### src/hdl/n163_pkg.sv
// namco 163 mapper shared widths, address windows and cpu register decode
package n163_pkg;

	localparam int addr_w      = 16;
	localparam int chr_addr_w  = 14;
	localparam int bus_addr_w  = 22;
	localparam int prg_bank_w  = 6;
	localparam int chr_bank_w  = 8;
	localparam int irq_count_w = 16;

	localparam logic [bus_addr_w-14:0] wram_base = 9'b11_1100_000; // fixed 8k ram page
	localparam logic [3:0] chr_base  = 4'b1000;
	localparam logic [2:0] wram_page = 3'b011;  // 6000-7fff
	localparam logic [3:0] irq_page  = 4'b0101; // 5000-5fff

	// bank slots first so the value doubles as the chr_bank index
	typedef enum logic [4:0] {
		sel_chr0, sel_chr1, sel_chr2, sel_chr3,
		sel_chr4, sel_chr5, sel_chr6, sel_chr7,
		sel_nt0, sel_nt1, sel_nt2, sel_nt3,
		sel_prg89,
		sel_prgab_en,
		sel_prgcd,
		sel_irq_lo,
		sel_irq_hi,
		sel_none
	} reg_sel_t;

	function automatic reg_sel_t decode_reg_sel(input logic [addr_w-1:0] addr);
		reg_sel_t sel;
		if (addr[15] && addr[14:11] < 4'd12) begin
			sel = reg_sel_t'({1'b0, addr[14:11]}); // 8000-dfff
		end else begin
			case (addr[15:11])
				5'b11100: sel = sel_prg89;    // e000
				5'b11101: sel = sel_prgab_en; // e800
				5'b11110: sel = sel_prgcd;    // f000
				5'b01010: sel = sel_irq_lo;   // 5000
				5'b01011: sel = sel_irq_hi;   // 5800
				default:  sel = sel_none;     // f800 and unmapped pages
			endcase
		end
		return sel;
	endfunction

endpackage

### src/hdl/n163_bank_regs.sv
// namco 163 bank register file holding the chr, nametable and prg banks written by the cpu
`timescale 1ns/1ps

module n163_bank_regs import n163_pkg::*; (
	input  logic                  clk20,
	input  logic                  reset,
	input  logic                  ce,
	input  logic                  prg_write,
	input  logic [addr_w-1:0]     prg_ain,
	input  logic [7:0]            prg_din,
	output logic [chr_bank_w-1:0] chr_bank [12],
	output logic [1:0]            chr_ram_en,
	output logic [prg_bank_w-1:0] prg_bank_89,
	output logic [prg_bank_w-1:0] prg_bank_ab,
	output logic [prg_bank_w-1:0] prg_bank_cd
);

	reg_sel_t sel;

	assign sel = decode_reg_sel(prg_ain);

	always_ff @(posedge clk20) begin
		if (reset) begin
			chr_bank    <= '{default: '0};
			chr_ram_en  <= '0;
			prg_bank_89 <= '0;
			prg_bank_ab <= '0;
			prg_bank_cd <= '0;
		end else if (ce && prg_write) begin
			case (sel)
				sel_chr0, sel_chr1, sel_chr2, sel_chr3,
				sel_chr4, sel_chr5, sel_chr6, sel_chr7,
				sel_nt0, sel_nt1, sel_nt2, sel_nt3:
					chr_bank[sel[3:0]] <= prg_din;
				sel_prg89:
					prg_bank_89 <= prg_din[prg_bank_w-1:0]; // mirror bits dropped
				sel_prgab_en: begin
					chr_ram_en  <= prg_din[7:6];
					prg_bank_ab <= prg_din[prg_bank_w-1:0];
				end
				sel_prgcd:
					prg_bank_cd <= prg_din[prg_bank_w-1:0];
				default: ;
			endcase
		end
	end

	// a write to 8000-dfff lands in the slot named by address bits 14-11
	a_chr_write: assert property (@(posedge clk20) disable iff (reset)
		ce && prg_write && prg_ain[15] && prg_ain[14:13] != 2'b11
		|=> chr_bank[$past(prg_ain[14:11])] == $past(prg_din));

endmodule

### src/hdl/n163_irq_counter.sv
// namco 163 irq counter with a 15-bit up-count, overflow irq, cpu load and readback
`timescale 1ns/1ps

module n163_irq_counter import n163_pkg::*; (
	input  logic                   clk20,
	input  logic                   reset,
	input  logic                   ce,
	input  logic                   prg_write,
	input  logic [addr_w-1:0]      prg_ain,
	input  logic [7:0]             prg_din,
	output logic [irq_count_w-1:0] count,
	output logic                   irq
);

	reg_sel_t sel;
	logic in_win;
	logic count_up;
	logic [irq_count_w-1:0] count_next;

	assign sel        = decode_reg_sel(prg_ain);
	assign in_win     = (sel == sel_irq_lo) || (sel == sel_irq_hi); // 5000-5fff
	assign count_up   = count[15] & ~&count[14:0]; // runs while enabled, stops at 7fff
	assign count_next = count + 1'b1;

	always_ff @(posedge clk20) begin
		if (reset) begin
			count <= '0;
			irq   <= 1'b0;
		end else if (ce) begin
			if (in_win)
				irq <= 1'b0; // any access acks
			else if (&count)
				irq <= 1'b1;

			if (prg_write && sel == sel_irq_lo)
				count[7:0] <= prg_din;
			else if (count_up)
				count[7:0] <= count_next[7:0];

			if (prg_write && sel == sel_irq_hi)
				count[15:8] <= prg_din;
			else if (count_up)
				count[15:8] <= count_next[15:8];
		end
	end

	// irq only stays up while the counter sits stopped at ffff
	a_irq_count: assert property (@(posedge clk20) disable iff (reset)
		irq |-> count == '1);

endmodule

### src/hdl/n163_prg_map.sv
// namco 163 prg mapping, 8k bank select, work ram window and cpu read data
`timescale 1ns/1ps

module n163_prg_map import n163_pkg::*; #(
	parameter logic [prg_bank_w-1:0] PRG_MASK = '1
) (
	input  logic [addr_w-1:0]      prg_ain,
	input  logic                   prg_write,
	input  logic [7:0]             prg_din,
	input  logic [prg_bank_w-1:0]  prg_bank_89,
	input  logic [prg_bank_w-1:0]  prg_bank_ab,
	input  logic [prg_bank_w-1:0]  prg_bank_cd,
	input  logic [irq_count_w-1:0] count,
	output logic [bus_addr_w-1:0]  prg_aout,
	output logic                   prg_allow,
	output logic [7:0]             prg_dout,
	output logic                   prg_oe
);

	logic [prg_bank_w-1:0] bank_sel;
	logic [prg_bank_w-1:0] bank_m;
	logic is_wram;
	logic is_irq;

	always_comb begin
		case (prg_ain[14:13])
			2'd0: bank_sel = prg_bank_89;
			2'd1: bank_sel = prg_bank_ab;
			2'd2: bank_sel = prg_bank_cd;
			default: bank_sel = '1; // e000-ffff fixed to last bank
		endcase
	end

	// low two bank bits forced off below 8000
	assign bank_m  = bank_sel & PRG_MASK & {{(prg_bank_w-2){1'b1}}, {2{prg_ain[15]}}};
	assign is_wram = prg_ain[15:13] == wram_page;
	assign is_irq  = prg_ain[15:12] == irq_page;

	always_comb begin
		if (is_wram)
			prg_aout = {wram_base, prg_ain[12:0]};
		else
			prg_aout = {{(bus_addr_w-13-prg_bank_w){1'b0}}, bank_m, prg_ain[12:0]};
	end

	assign prg_allow = (prg_ain[15] & ~prg_write) | is_wram;
	assign prg_oe    = ~prg_write & (is_wram | prg_ain[15] | is_irq);

	always_comb begin
		if (is_irq)
			prg_dout = prg_ain[11] ? count[15:8] : count[7:0]; // 5800 hi, 5000 lo
		else
			prg_dout = prg_din;
	end

endmodule

### src/hdl/n163_chr_map.sv
// namco 163 chr mapping, 1k bank select, chr ram and nametable vram routing
`timescale 1ns/1ps

module n163_chr_map import n163_pkg::*; #(
	parameter logic [5:0] CHR_MASK = '1
) (
	input  logic [chr_addr_w-1:0] chr_ain,
	input  logic                  chr_write,
	input  logic [chr_bank_w-1:0] chr_bank [12],
	input  logic [1:0]            chr_ram_en,
	output logic [bus_addr_w-1:0] chr_aout,
	output logic                  chr_ram_we,
	output logic                  vram_ce,
	output logic                  vram_a10
);

	logic [3:0] bank_idx;
	logic [chr_bank_w-1:0] bank;
	logic bank_high;
	logic bank_ram;

	// 0000-1fff pattern slots 0-7, 2000-3fff nametable slots 8-11 repeating
	always_comb begin
		if (chr_ain[13])
			bank_idx = {2'b10, chr_ain[11:10]};
		else
			bank_idx = {1'b0, chr_ain[12:10]};
	end

	assign bank = chr_bank[bank_idx];

	// e0-ff banks point at internal vram
	assign bank_high = &bank[7:5];
	assign bank_ram  = bank_high & ~chr_ram_en[chr_ain[12]]; // enable per 4k half

	always_comb begin
		if (!chr_ain[13]) begin
			vram_ce    = bank_ram;
			chr_ram_we = chr_write & bank_ram;
		end else begin
			vram_ce    = bank_high;
			chr_ram_we = chr_write & bank_ram & ~bank_high;
		end
	end

	always_comb begin
		chr_aout[21:19] = chr_base[3:1];
		chr_aout[18]    = vram_ce; // marks the vram page
		chr_aout[17:12] = bank[7:2] & CHR_MASK;
		chr_aout[11:10] = bank[1:0];
		chr_aout[9:0]   = chr_ain[9:0];
	end

	assign vram_a10 = chr_aout[10];

endmodule

### src/hdl/n163_mapper.sv
// namco 163 mapper top, register file, irq counter and prg/chr address mapping
`timescale 1ns/1ps

module n163_mapper import n163_pkg::*; #(
	parameter logic [prg_bank_w-1:0] PRG_MASK = '1,
	parameter logic [5:0]            CHR_MASK = '1
) (
	input  logic                  clk20,
	input  logic                  reset,
	input  logic                  ce,         // one strobe per cpu cycle
	input  logic [addr_w-1:0]     prg_ain,
	input  logic                  prg_write,
	input  logic [7:0]            prg_din,
	input  logic [chr_addr_w-1:0] chr_ain,
	input  logic                  chr_write,
	output logic [bus_addr_w-1:0] prg_aout,
	output logic                  prg_allow,
	output logic [7:0]            prg_dout,
	output logic                  prg_oe,
	output logic [bus_addr_w-1:0] chr_aout,
	output logic                  chr_ram_we,
	output logic                  vram_ce,
	output logic                  vram_a10,
	output logic                  irq
);

	logic [chr_bank_w-1:0]  chr_bank [12];
	logic [1:0]             chr_ram_en;
	logic [prg_bank_w-1:0]  prg_bank_89;
	logic [prg_bank_w-1:0]  prg_bank_ab;
	logic [prg_bank_w-1:0]  prg_bank_cd;
	logic [irq_count_w-1:0] count;

	n163_bank_regs u_bank_regs (
		.clk20(clk20), .reset(reset), .ce(ce),
		.prg_write(prg_write), .prg_ain(prg_ain), .prg_din(prg_din),
		.chr_bank(chr_bank), .chr_ram_en(chr_ram_en),
		.prg_bank_89(prg_bank_89), .prg_bank_ab(prg_bank_ab), .prg_bank_cd(prg_bank_cd)
	);

	n163_irq_counter u_irq_counter (
		.clk20(clk20), .reset(reset), .ce(ce),
		.prg_write(prg_write), .prg_ain(prg_ain), .prg_din(prg_din),
		.count(count), .irq(irq)
	);

	n163_prg_map #(.PRG_MASK(PRG_MASK)) u_prg_map (
		.prg_ain(prg_ain), .prg_write(prg_write), .prg_din(prg_din),
		.prg_bank_89(prg_bank_89), .prg_bank_ab(prg_bank_ab), .prg_bank_cd(prg_bank_cd),
		.count(count),
		.prg_aout(prg_aout), .prg_allow(prg_allow), .prg_dout(prg_dout), .prg_oe(prg_oe)
	);

	n163_chr_map #(.CHR_MASK(CHR_MASK)) u_chr_map (
		.chr_ain(chr_ain), .chr_write(chr_write),
		.chr_bank(chr_bank), .chr_ram_en(chr_ram_en),
		.chr_aout(chr_aout), .chr_ram_we(chr_ram_we), .vram_ce(vram_ce), .vram_a10(vram_a10)
	);

endmodule

### config.mk
export PLATFORM = sky130hd
export DESIGN_NAME = n163_mapper
export DESIGN_NICKNAME = d
export VERILOG_FILES = /design/src/hdl/n163_pkg.sv /design/src/hdl/n163_bank_regs.sv /design/src/hdl/n163_irq_counter.sv /design/src/hdl/n163_prg_map.sv /design/src/hdl/n163_chr_map.sv /design/src/hdl/n163_mapper.sv
export SDC_FILE = /design/constraint.sdc
export NUM_CORES = 1
export LEC_CHECK = 0
export ABC_AREA = 1
export BUFFER_PORTS_ARGS = -buffer_cell sky130_fd_sc_hd__buf_2
export CAP_MARGIN = 40
export CORE_MARGIN = 2
export CORE_UTILIZATION = 48
export DETAILED_ROUTE_END_ITERATION = 16
export GPL_TIMING_DRIVEN = 0
export PLACE_DENSITY = 0.75
export SLEW_MARGIN = 15
export SYNTH_ARGS = -nofsm -noshare
export SYNTH_HDL_FRONTEND = slang
export SYNTH_SLANG_ARGS = --single-unit
export TNS_END_PERCENT = 1
### constraint.sdc
create_clock -name clk20 -period 3.8 [get_ports clk20]
set_input_delay 0.76 -clock clk20 [delete_from_list [all_inputs] [get_ports clk20]]
set_output_delay 0.76 -clock clk20 [all_outputs]
set_load 0.03 [all_outputs]
# Yosys cells after proc, flatten, opt, wreduce, memory -nomap -nowiden
# Cells that the tools add are included.
# totals
ff_bits,133
output_inout_bits,58
elab_cells,111
# op_classes
n_addsub,1
order_cmp,5
eq_ne,25
n_mux,23
bitwise,15
reduce_logical,23
# op_table
cell,n
96-bit bitwise mux,1
8-bit 2-to-1 mux,9
"5-bit by 4-bit equality test with 1-bit output, second input constant",10
8-bit binary-select mux with 4-bit select,1
8-bit demux with 4-bit select,1
5-bit case mux with 5 select lines,1
22-bit 2-to-1 mux,1
"5-bit by 3-bit equality test with 1-bit output, second input constant",4
"5-bit equality test, second input constant",4
6-bit case mux with 3 select lines,1
"16-bit by 1-bit adder with 16-bit output, second input constant",1
16-bit AND reduction,1
15-bit AND reduction,1
2-bit AND reduction,7
12-bit OR reduction,1
"5-bit by 2-bit equality test with 1-bit output, second input constant",2
"5-bit greater-or-equal comparator, second input constant",2
4-bit inverter with 5-bit output,2
1-bit bitwise AND,6
6-bit bitwise AND,1
1-bit 2-to-1 mux,6
2-bit nonzero test,3
"5-bit by 1-bit equality test with 1-bit output, second input constant",1
1-bit logical AND,5
16 further kinds,20

# Logic depth before layout (Yosys ltp)
# Gate-level depths: netlist of run 1.
# depth
word_depth,10
ltp_mapped,14

# By module
# From an unflattened synthesis of run 1, not the netlist that was laid out.
# unflattened
cells_unflattened,1275
hier_area_um2,7940.1
# modules_own_cells
mod,instances,cells_each,area_per_inst_um2,seq_area_each_um2
n163_bank_regs,1,662,4695.8,2322.2
n163_irq_counter,1,252,1453.9,340.3
n163_chr_map,1,244,1157.4,0.0
n163_prg_map,1,117,633.1,0.0

# Worst setup path before layout of run 1
# Ideal clock, no wire load.
# synth_path
kind,input -> output
start,input chr_ain[10]
end,output chr_aout[18]
arrival_ps,2603
required_ps,3040
setup_slack_ps,437
stages,10
cell_sequence,clkinv_1 > clkbuf_1 > a21oi_1 > o21ai_0 > o21ai_0 > nand2_1 > nand3_1 > nand3_1 > nor2_1 > buf_4
# synth_between
elab_chain_len,8
# synth_rtl
item,line_no,rtl
from (decl),n163_mapper.sv:14,"input logic [chr_addr_w-1:0] chr_ain,"
4-bit 2-to-1 mux *,n163_chr_map.sv:24,if (chr_ain[13])
4-bit inverter with 5-bit output (not written as such) *,n163_chr_map.sv:30,assign bank = chr_bank[bank_idx];
8-bit binary-select mux with 4-bit select *,n163_chr_map.sv:30,
8-bit 2-to-1 mux (not written as such) * (2 in series),n163_chr_map.sv:30,
via chr_aout[16],n163_mapper.sv:20,"output logic [bus_addr_w-1:0] chr_aout,"
3-bit AND reduction *,n163_chr_map.sv:33,assign bank_high = &bank[7:5];
1-bit bitwise AND,n163_chr_map.sv:34,assign bank_ram = bank_high & ~chr_ram_en[chr_ain[12]];
1-bit 2-to-1 mux *,n163_chr_map.sv:37,if (!chr_ain[13]) begin
to (decl),n163_mapper.sv:20,
# The timed path passes the listed nets; every way through them passes the cells marked *. The select of a mux whose other input is x is not followed.

# Final worst setup path of run 1
# layout_path
start,input chr_ain[10]
end,output chr_aout[18]
# layout_between
elab_chain_len,8
# layout_rtl
item,line_no
4-bit 2-to-1 mux *,n163_chr_map.sv:24
4-bit inverter with 5-bit output (not written as such) *,n163_chr_map.sv:30
8-bit binary-select mux with 4-bit select *,n163_chr_map.sv:30
8-bit 2-to-1 mux (not written as such) * (2 in series),n163_chr_map.sv:30
3-bit AND reduction *,n163_chr_map.sv:33
1-bit bitwise AND,n163_chr_map.sv:34
1-bit 2-to-1 mux *,n163_chr_map.sv:37
# Every way passes the cells marked *; elsewhere a longest branch is shown, timed or not. The select of a mux whose other input is x is not followed.

==> results.md, run 1 <==
* Status: finished, final reports clean
* Peak supply drop at 0.0003191 V
* Cell family with most CP delay: buffers and inverters
* Yosys reg bits at 133
* Final HPWL DP at 16320 um
* Layout cell share with drive strength beyond 1 at 16.53%
* Final hold vios at 0
* Ys Warns at 0
* Die area at 16390 um^2
* Vias at 7566
* Crit path kind: primary input to output port
* Clock transition at the registers of the reported paths at 0.05 ns
* Final Max Slew Viols at 0
* Power Total at 0.003425 W
* CTS tree: done
* Fraction of registers with async set/reset at 0%
* Total Routing Usage GR at 27.24%
* CTS buffer count at 17
* Area Overhead vs Synth at 15.28%
* Fin nets at 1243
* Pre-CTS setup slack at 0.2139 ns
* Port bufs at 66
* P_leak at 3.708 nW
* Root buf cell: clkbuf_16
* Highest clock rate at 267.8 MHz
* Final min period at 3.735 ns
* RSZ-0062 raised after global routing: yes
* Clock Sinks at 133
* Max incr delay on CP at 0.33 ns
* Pin count of the biggest net entering global routing at 17
* Detailed Route WL at 22240 um
* Worst slew pin tran at 0.8446 ns
* GR Layer Usage met1 at 35.27%
* First-pass GRT wire length at 34520 um
* Vias/cell at 5.412
* Slowest stage cell, crit path: clkbuf_1
* CTS H-tree lvls at 4
* # diodes at 0
* DR pass1 iterations at 6
* Crit path buf inv count at 5
* HP Class: register to register
* Worst-skew pair later-pin latency at 0.42 ns
* Most frequent cells in the layout: nor2_1 (192), nand2_1 (192), o21ai_0 (133), dfxtp_1 (133), a21oi_1 (98)
* Routed len/inst at 15.91 um
* Startpoint types: primary input
* Setup ws final at 0.06520 ns
* Sequential area share after synthesis at 36.06%
* Crit path cell chain: buf_2 > clkinv_1 > clkbuf_1 > a21oi_1 > o21ai_0 > o21ai_0 > nand2_1 > nand3_1 > nand3_1 > nor2_1 > buf_4 > buf_2
* GR Overflow Total at 0
* DIE HEIGHT at 128.0 um
* Crit-path max FO at 10
* Vias in the first global route at 6728
* Setup Skew at 0.01004 ns
* Synthesized area at 7385 um^2
* M3 GR Usage at 5.927%
* Ys flop type: dfxtp_1
* Worst hold start: u_bank_regs.prg_bank_ab[3]
* Crit path capture type: output port
* GRT busiest layer: met2
* Power per cell area at 402.4 nW/um^2
* Hold slack at 0.4517 ns
* WP data arrival at 2.97 ns
* Die Width at 128.0 um
* EDFF count, synth at 0
* Final worst-path cycle share at 98.28%
* Drt drc at 0
* Syn avg cell area at 6.635 um^2
* Met2 global-route usage at 43.98%
* Initial antenna violation count at 0
* Post-synthesis cell count at 1113
* Row Count at 45
* Iteration-0 DRC Markers at 731
* Max-capacitance violation count at 0
* WP data required at 3.04 ns
* Top Ports at 101
* Initial Util at 48.94%
* Setup crit start: chr_ain[10]
* Max-slew headroom at 43.69%
* Gpl congestion at 0.9884
* Post-synth cell types at 40
* Total core area at 15090 um^2
* R2R Path Start: u_irq_counter.count[0]
* Final setup viols at 0
* DRT antenna net count at 0
* Clk buf depth at 2
## kinds of logic after synthesis
logic type	share of synthesized area (%)
other cells	0.1017
fa+ha+maj	0.1694
compound gates	18.40
flops	36.06
xor+xnor	0.5930
simple gates	31.65
buf+inv	13.03
## worst register-to-register path, delay by kind of cell, from the launching register on
family | cells | cell delay (ns)
buffers and inverters | 1 | 0.24
and+or+nand+nor | 9 | 1.03
DFF | 1 | 0.44
adders and majority gates | 1 | 0.22
## power by group
part	total (W)	switching, W	internal, W
Combinational	0.000468	0.000338	0.000130
Clock	0.00154	0.000578	0.000962
Sequential	0.00142	0.00000780	0.00141
Total	0.00343	0.000924	0.00250
## registers in the layout, summed over array words and instances, names as in the netlist
register and count:
u_bank_regs.prg_bank_cd 6, u_bank_regs.prg_bank_89 6, u_irq_counter.irq 1, u_bank_regs.chr_ram_en 2, u_irq_counter.count 16, u_bank_regs.chr_bank 96, u_bank_regs.prg_bank_ab 6
## final timing paths
| path | end | slack [ns] | depth (start not counted) |
|---|---|---|---|
| worst min-delay path | u_bank_regs.prg_bank_ab[3] | 0.45 | 2 |
| worst max-delay path | chr_aout[18] | 0.07 | 12 |
| worst max register to register | u_irq_counter.count[15] | 1.76 | 11 |
| worst min register to register | u_bank_regs.prg_bank_ab[3] | 0.45 | 2 |
## routing by layer
layer / vias to the layer above / wire (um)
li1: 3753 / -
met1: 3453 / 9409
met2: 308 / 10240
met3: 52 / 1898
met4: 0 / 692
met5: - / 0
## final cells by class
cell class                 count  area, um^2
sequential                   133        2663
multi-input combinational    778        3764
fill                        1461        6576
tap                          188       235.2
inverter                     110       417.9
buffer                        93       545.5
timing repair buffer          66       330.3
clock buffer                  27       543.0
clock inverter                 3       15.01
## through the flow
| stage | cell area (um^2) | setup TNS [ns] | util, % | instances |
|---|---|---|---|---|
| 2_1_floorplan | 7388 | 0 | - | 1114 |
| 3_3_place_gp | 7954 | 0 | 52.71 | 1368 |
| 3_5_place_dp | 7954 | 0 | 52.71 | 1368 |
| 4_1_cts | 8512 | 0 | 56.41 | 1398 |
| 5_1_grt | 8513 | -0.02624 | 56.42 | 1398 |
| 6_report | 8513 | 0 | 56.42 | 1398 |
## repair_timing
action | in CTS | in global routing
setup endpoints to repair | 0 | 2
setup buffers | 0 | 0
hold buffers | 0 | 0
gates resized for setup | 0 | 2
## cell usage after synthesis, types with 6 or more instances
master	instances	area share [%]
a21oi_1	98	6.6
buf_1	7	0.36
buf_2	6	0.41
buf_4	36	3.7
buf_6	7	1.1
clkbuf_1	37	1.9
clkinv_1	8	0.41
dfxtp_1	133	36
inv_1	85	4.3
inv_2	16	0.81
nand2_1	192	9.8
nand2_2	7	0.59
nand3_1	48	3.3
nand4_1	27	2.3
nor2_1	192	9.8
nor2_4	12	1.8
nor3_1	6	0.41
o21ai_0	133	9.0
o21ai_1	15	1.0
o22ai_1	10	0.85
(Power assumes the default switching activity.)
==> run 2, diff against run 1 <==
Settings changed: GPL_TIMING_DRIVEN 0 to 1.
==> results.md, run 2 (same netlist as run 1, synthesis figures left out) <==
* Status: finished, final reports clean
* Pin count of the biggest net entering global routing at 75
* Crit path capture type: output port
* Layout cell share with drive strength beyond 1 at 13.54%
* CTS H-tree lvls at 4
* Setup TNS at 0 ns
* Reg with most FFs: u_bank_regs.chr_bank
* Routed len/inst at 15.95 um
* Vias at 7253
* CTS buffer count at 17
* Die Width at 128.0 um
* Final worst-path cycle share at 83.87%
* Worst slew pin tran at 0.8485 ns
* Startpoint types: primary input
* First-pass GRT wire length at 33100 um
* Max-slew headroom at 43.31%
* Final setup viols at 0
* Biggest regs: u_bank_regs.chr_bank: 96 flops, u_irq_counter.count: 16 flops
* Final Max Slew Viols at 0
* Iteration-0 DRC Markers at 750
* Peak supply drop at 0.0003461 V
* Setup ws final at 0.6128 ns
* DIE HEIGHT at 128.0 um
* Setup crit start: chr_ain[11]
* Pre-CTS setup slack at 0.6557 ns
* DRT antenna net count at 0
* R2R Path Start: u_irq_counter.count[0]
* Hold slack at 0.4426 ns
* Drt drc at 0
* Vias in the first global route at 6378
* Initial antenna violation count at 0
* Total core area at 15090 um^2
* Post-CTS Resized at 0
* RSZ-0062 raised after global routing: no
* CTS tree: done
* Post-CTS setup buffers at 0
* Detailed Route WL at 20790 um
* Clock transition at the registers of the reported paths at 0.06 ns
* Clk buf depth at 2
* Vias/cell at 5.566
* Final min period at 3.187 ns
* Worst-skew pair later-pin latency at 0.43 ns
* Clock Sinks at 133
* Highest clock rate at 313.8 MHz
* Fin nets at 1146
* DR pass1 iterations at 5
* Area Overhead vs Synth at 8.573%
* P_leak at 3.406 nW
* Power per cell area at 438.7 nW/um^2
* Number of flip-flops in the largest register at 96
* Crit-path max FO at 30
* Setup Skew at 0.005611 ns
* Port bufs at 55
* WP data required at 3.04 ns
* CTS Hold Bufs at 0
* Final HPWL DP at 13940 um
* Die area at 16390 um^2
* Root buf cell: clkbuf_16
* RR Endpoint: u_irq_counter.count[9]
* Final Util at 53.13%
* Total Routing Usage GR at 25.68%
* HP Class: register to register
* Crit path capture: chr_aout[18]
* FF-to-FF setup slack at 1.72 ns
* Gpl congestion at 0.9427
* WP data arrival at 2.43 ns
* GR Overflow Total at 0
* R2r worst-path depth at 10
* Row Count at 45
* Final hold vios at 0
* Top Ports at 101
* # diodes at 0
* Max-capacitance violation count at 0
* Most frequent cells in the layout: nor2_1 (192), nand2_1 (192), o21ai_0 (133), dfxtp_1 (133), a21oi_1 (98)
* Crit path kind: primary input to output port
* Initial Util at 48.94%
run 2: how the worst min path moves through the flow:
stage | start | cells after the start | slack [ns] | end
CTS | u_bank_regs.chr_ram_en[0] | 2 | 0.44 | u_bank_regs.chr_ram_en[0]
detailed placement | u_bank_regs.chr_ram_en[0] | 2 | 0.43 | u_bank_regs.chr_ram_en[0]
floorplan | u_bank_regs.prg_bank_ab[5] | 2 | 0.42 | u_bank_regs.prg_bank_ab[5]
global placement | u_bank_regs.chr_ram_en[0] | 2 | 0.43 | u_bank_regs.chr_ram_en[0]
global route | u_bank_regs.prg_bank_89[2] | 2 | 0.48 | u_bank_regs.prg_bank_89[2]
finish | u_bank_regs.chr_ram_en[0] | 2 | 0.44 | u_bank_regs.chr_ram_en[0]
run 2: worst max-delay path, cell delays in order:
cell,delay [ns]
buf_2,0.25
buf_4,0.37
o21ai_0,0.15
o21ai_0,0.22
nand2_1,0.07
nand3_1,0.11
nand3_1,0.14
nor2_1,0.14
buf_2,0.21
run 2: area by class of cell:
class,instances,area [um^2]
Inverter,110,419.2
Clock inverter,12,152.6
Timing Repair Buffer,62,327.8
Fill cell,1494,7072
Clock buffer,20,456.7
Sequential cell,133,2663
Tap cell,188,235.2
Multi-Input combinational cell,778,3764
run 2: stage by stage:
step | cells | total power, W | area (um^2)
finish | 1303 | 0.003518 | 8018
detailed placement | 1271 | 0.001829 | 7408
global placement | 1271 | 0.001828 | 7408
CTS | 1303 | 0.003510 | 8018
floorplan | 1114 | 0.001772 | 7388
global route | 1303 | 0.003607 | 8018
run 2: routing by layer:
layer / track usage (%) / share of wire [%] / up-vias
met5: 0 / 0 / -
met4: 10.92 / 2.6 / 0
met3: 5.426 / 9.0 / 51
met2: 39.38 / 45 / 338
met1: 35.06 / 43 / 3313
li1: - / - / 3551
run 2: power breakdown:
group / switching [W] / internal, W
Sequential: 0.00000849 / 0.00141
Combinational: 0.000294 / 0.0000965
Clock: 0.000646 / 0.00106
==> run 3, diff against run 2 <==
Settings changed: ABC_AREA 1 to 0, PLACE_DENSITY 0.75 to 0.76.
Clock period 3.8 ns to 3.3 ns, I/O delays scaled along.
==> results.md, run 3 <==
* Status: finished, final reports clean
* Clock Sinks at 133
* Total core area at 13880 um^2
* Crit path capture type: output port
* Clock transition at the registers of the reported paths at 0.05 ns
* Drt drc at 0
* DRT antenna net count at 0
* CTS H-tree lvls at 4
* Final min period at 2.934 ns
* Synthesized area at 6834 um^2
* Post-synth cell types at 58
* Post-synthesis cell count at 728
* First-pass GRT wire length at 26550 um
* Post-CTS Resized at 0
* Synth cell count leaders: dfxtp_1 (133), nor2_1 (111), mux2i_1 (110), nand2_1 (51), a21oi_1 (43)
* Vias/cell at 5.812
* Post-CTS setup buffers at 0
* # diodes at 0
* WP data arrival at 2.27 ns
* Crit path kind: primary input to output port
* Routed len/inst at 17.91 um
* Vias in the first global route at 5123
* Most frequent CP cell: buf_2
* Total Routing Usage GR at 22.67%
* Power per cell area at 504.6 nW/um^2
* Synth area leader: dfxtp_1
* Root buf cell: clkbuf_16
* Clk buf depth at 2
* Max-slew headroom at 52.89%
* WP data required at 2.64 ns
* Synth area leaders: dfxtp_1 (39%), mux2i_1 (16%), mux4_2 (8.9%), nor2_1 (6.1%), buf_4 (4.0%)
* CTS tree: done
* Max-capacitance violation count at 0
* Crit-path max FO at 10
* Max incr delay on CP at 0.56 ns
* FF/Latch Area at 2663 um^2
* Crit path cell chain: buf_2 > mux4_2 > mux2i_1 > o21ai_1 > nand3_1 > nor2_1 > buf_2
* Ys Warns at 0
* Port bufs at 55
* Area Overhead vs Synth at 9.685%
* GR Overflow Total at 0
* Iteration-0 DRC Markers at 502
* Sequential area share after synthesis at 38.96%
* Crit path buf inv count at 2
* Highest clock rate at 340.9 MHz
* DR pass1 iterations at 5
* Setup TNS at 0 ns
* Final worst-path cycle share at 88.90%
* Final non-filler cell total at 913
* Multi-input gate area at 3623 um^2
* Die Width at 123.3 um
* Final setup viols at 0
* Initial Util at 49.23%
* Detailed Route WL at 16360 um
* Final HPWL DP at 11090 um
* Layout cell share with drive strength beyond 1 at 20.74%
* Synth top area share at 38.96%
* Yosys reg bits at 133
* Final Max Slew Viols at 0
* Final Util at 54.00%
* Die area at 15210 um^2
* Slowest stage cell, crit path: mux4_2
* Peak supply drop at 0.0006251 V
* CTS Hold Bufs at 0
* Worst-skew pair later-pin latency at 0.41 ns
* Worst slew pin tran at 0.7059 ns
* Fin nets at 764
* Filler Cells Inserted at 1245
* Commonest non-fill, non-tap cell in the layout: dfxtp_1
* CTS buffer count at 17
* Gpl congestion at 0.8734
* Final hold vios at 0
* Most frequent cells in the layout: dfxtp_1 (133), mux2i_1 (110), nor2_1 (110)
* Cell family with most CP delay: multiplexers
* RSZ-0062 raised after global routing: no
* P_leak at 2.886 nW
* Pin count of the biggest net entering global routing at 68
* Most frequent cell after synthesis: dfxtp_1
* Initial antenna violation count at 0
* Row Count at 43
* Setup Skew at 0.005551 ns
* Top Ports at 101
* Post-Place Cells at 881
* Number of flip-flops in the largest register at 96
* Vias at 5306
* EDFF count, synth at 0
* Syn avg cell area at 9.387 um^2
* Fraction of registers with async set/reset at 0%
* Startpoint types: primary input
* HP Class: register to register
* Biggest regs: u_bank_regs.chr_bank: 96 flops, u_irq_counter.count: 16 flops
* Reg with most FFs: u_bank_regs.chr_bank
* DIE HEIGHT at 123.3 um
* Ys flop type: dfxtp_1
==> run 3: layer usage <==
metal | GRT usage [%] | vias to the layer above | routed length (um)
met3 | 6.504 | 20 | 1250
met4 | 6.179 | 0 | 150
li1 | - | 2531 | -
met5 | 0 | - | 0
met2 | 36.61 | 231 | 7810
met1 | 29.74 | 2524 | 7143
==> run 3: kinds of logic (layout without fill, tap and decap cells) <==
family	count (synthesis)	count (layout)	share of synthesized area, %
buffers and inverters	97	101	8.110
and+or+nand+nor	244	244	17.36
muxes	141	141	25.67
AOI/OAI and AO/OA	110	110	9.612
adders and majority gates	1	1	0.1831
other	2	3	0.1099
DFF	133	133	38.96
==> run 3: report_power, final <==
part	switching, W	leakage, nW	internal, W	total (W)
logic	0.000181	1.52	0.0000736	0.000254
registers	0.00000535	1.07	0.00161	0.00162
clock network	0.000705	0.297	0.00120	0.00191
==> run 3: per-stage QoR <==
stage	total power (W)	instance area (um^2)	hold WS [ns]	setup slack, ns
6_report	0.003782	7496	0.4657	0.3663
5_1_grt	0.003889	7496	0.5009	0.2728
4_1_cts	0.003802	7496	0.4614	0.3530
3_5_place_dp	0.001906	6899	0.4497	0.3548
3_3_place_gp	0.001905	6899	0.4516	0.3806
2_1_floorplan	0.001893	6840	0.4334	0.02488
==> run 3: path summary, 6_finish.rpt <==
path	start	endpoint	slack, ns	cells past startpoint
max	chr_ain[10]	chr_ram_we	0.37	7
max reg2reg	u_irq_counter.count[0]	u_irq_counter.count[5]	1.01	6
min reg2reg	u_bank_regs.chr_bank[94]	u_bank_regs.chr_bank[94]	0.47	2
min	u_bank_regs.chr_bank[94]	u_bank_regs.chr_bank[94]	0.47	2
==> run 3: layout make-up <==
type | count | share of cell area [%]
Multi-Input combinational cell | 499 | 48.34
Timing Repair Buffer | 67 | 5.074
Tap cell | 180 | 3.005
Sequential cell | 133 | 35.52
Clock buffer | 19 | 5.909
Inverter | 2 | 0.1002
Clock inverter | 13 | 2.053
==> run 3: worst reg2reg max path: cells and delay by family, from the launching register on <==
family	cells	cell delay [ns]
AOI/OAI and AO/OA	3	0.95
adders and majority gates	1	0.30
and+or+nand+nor	2	0.41
DFF	1	0.52
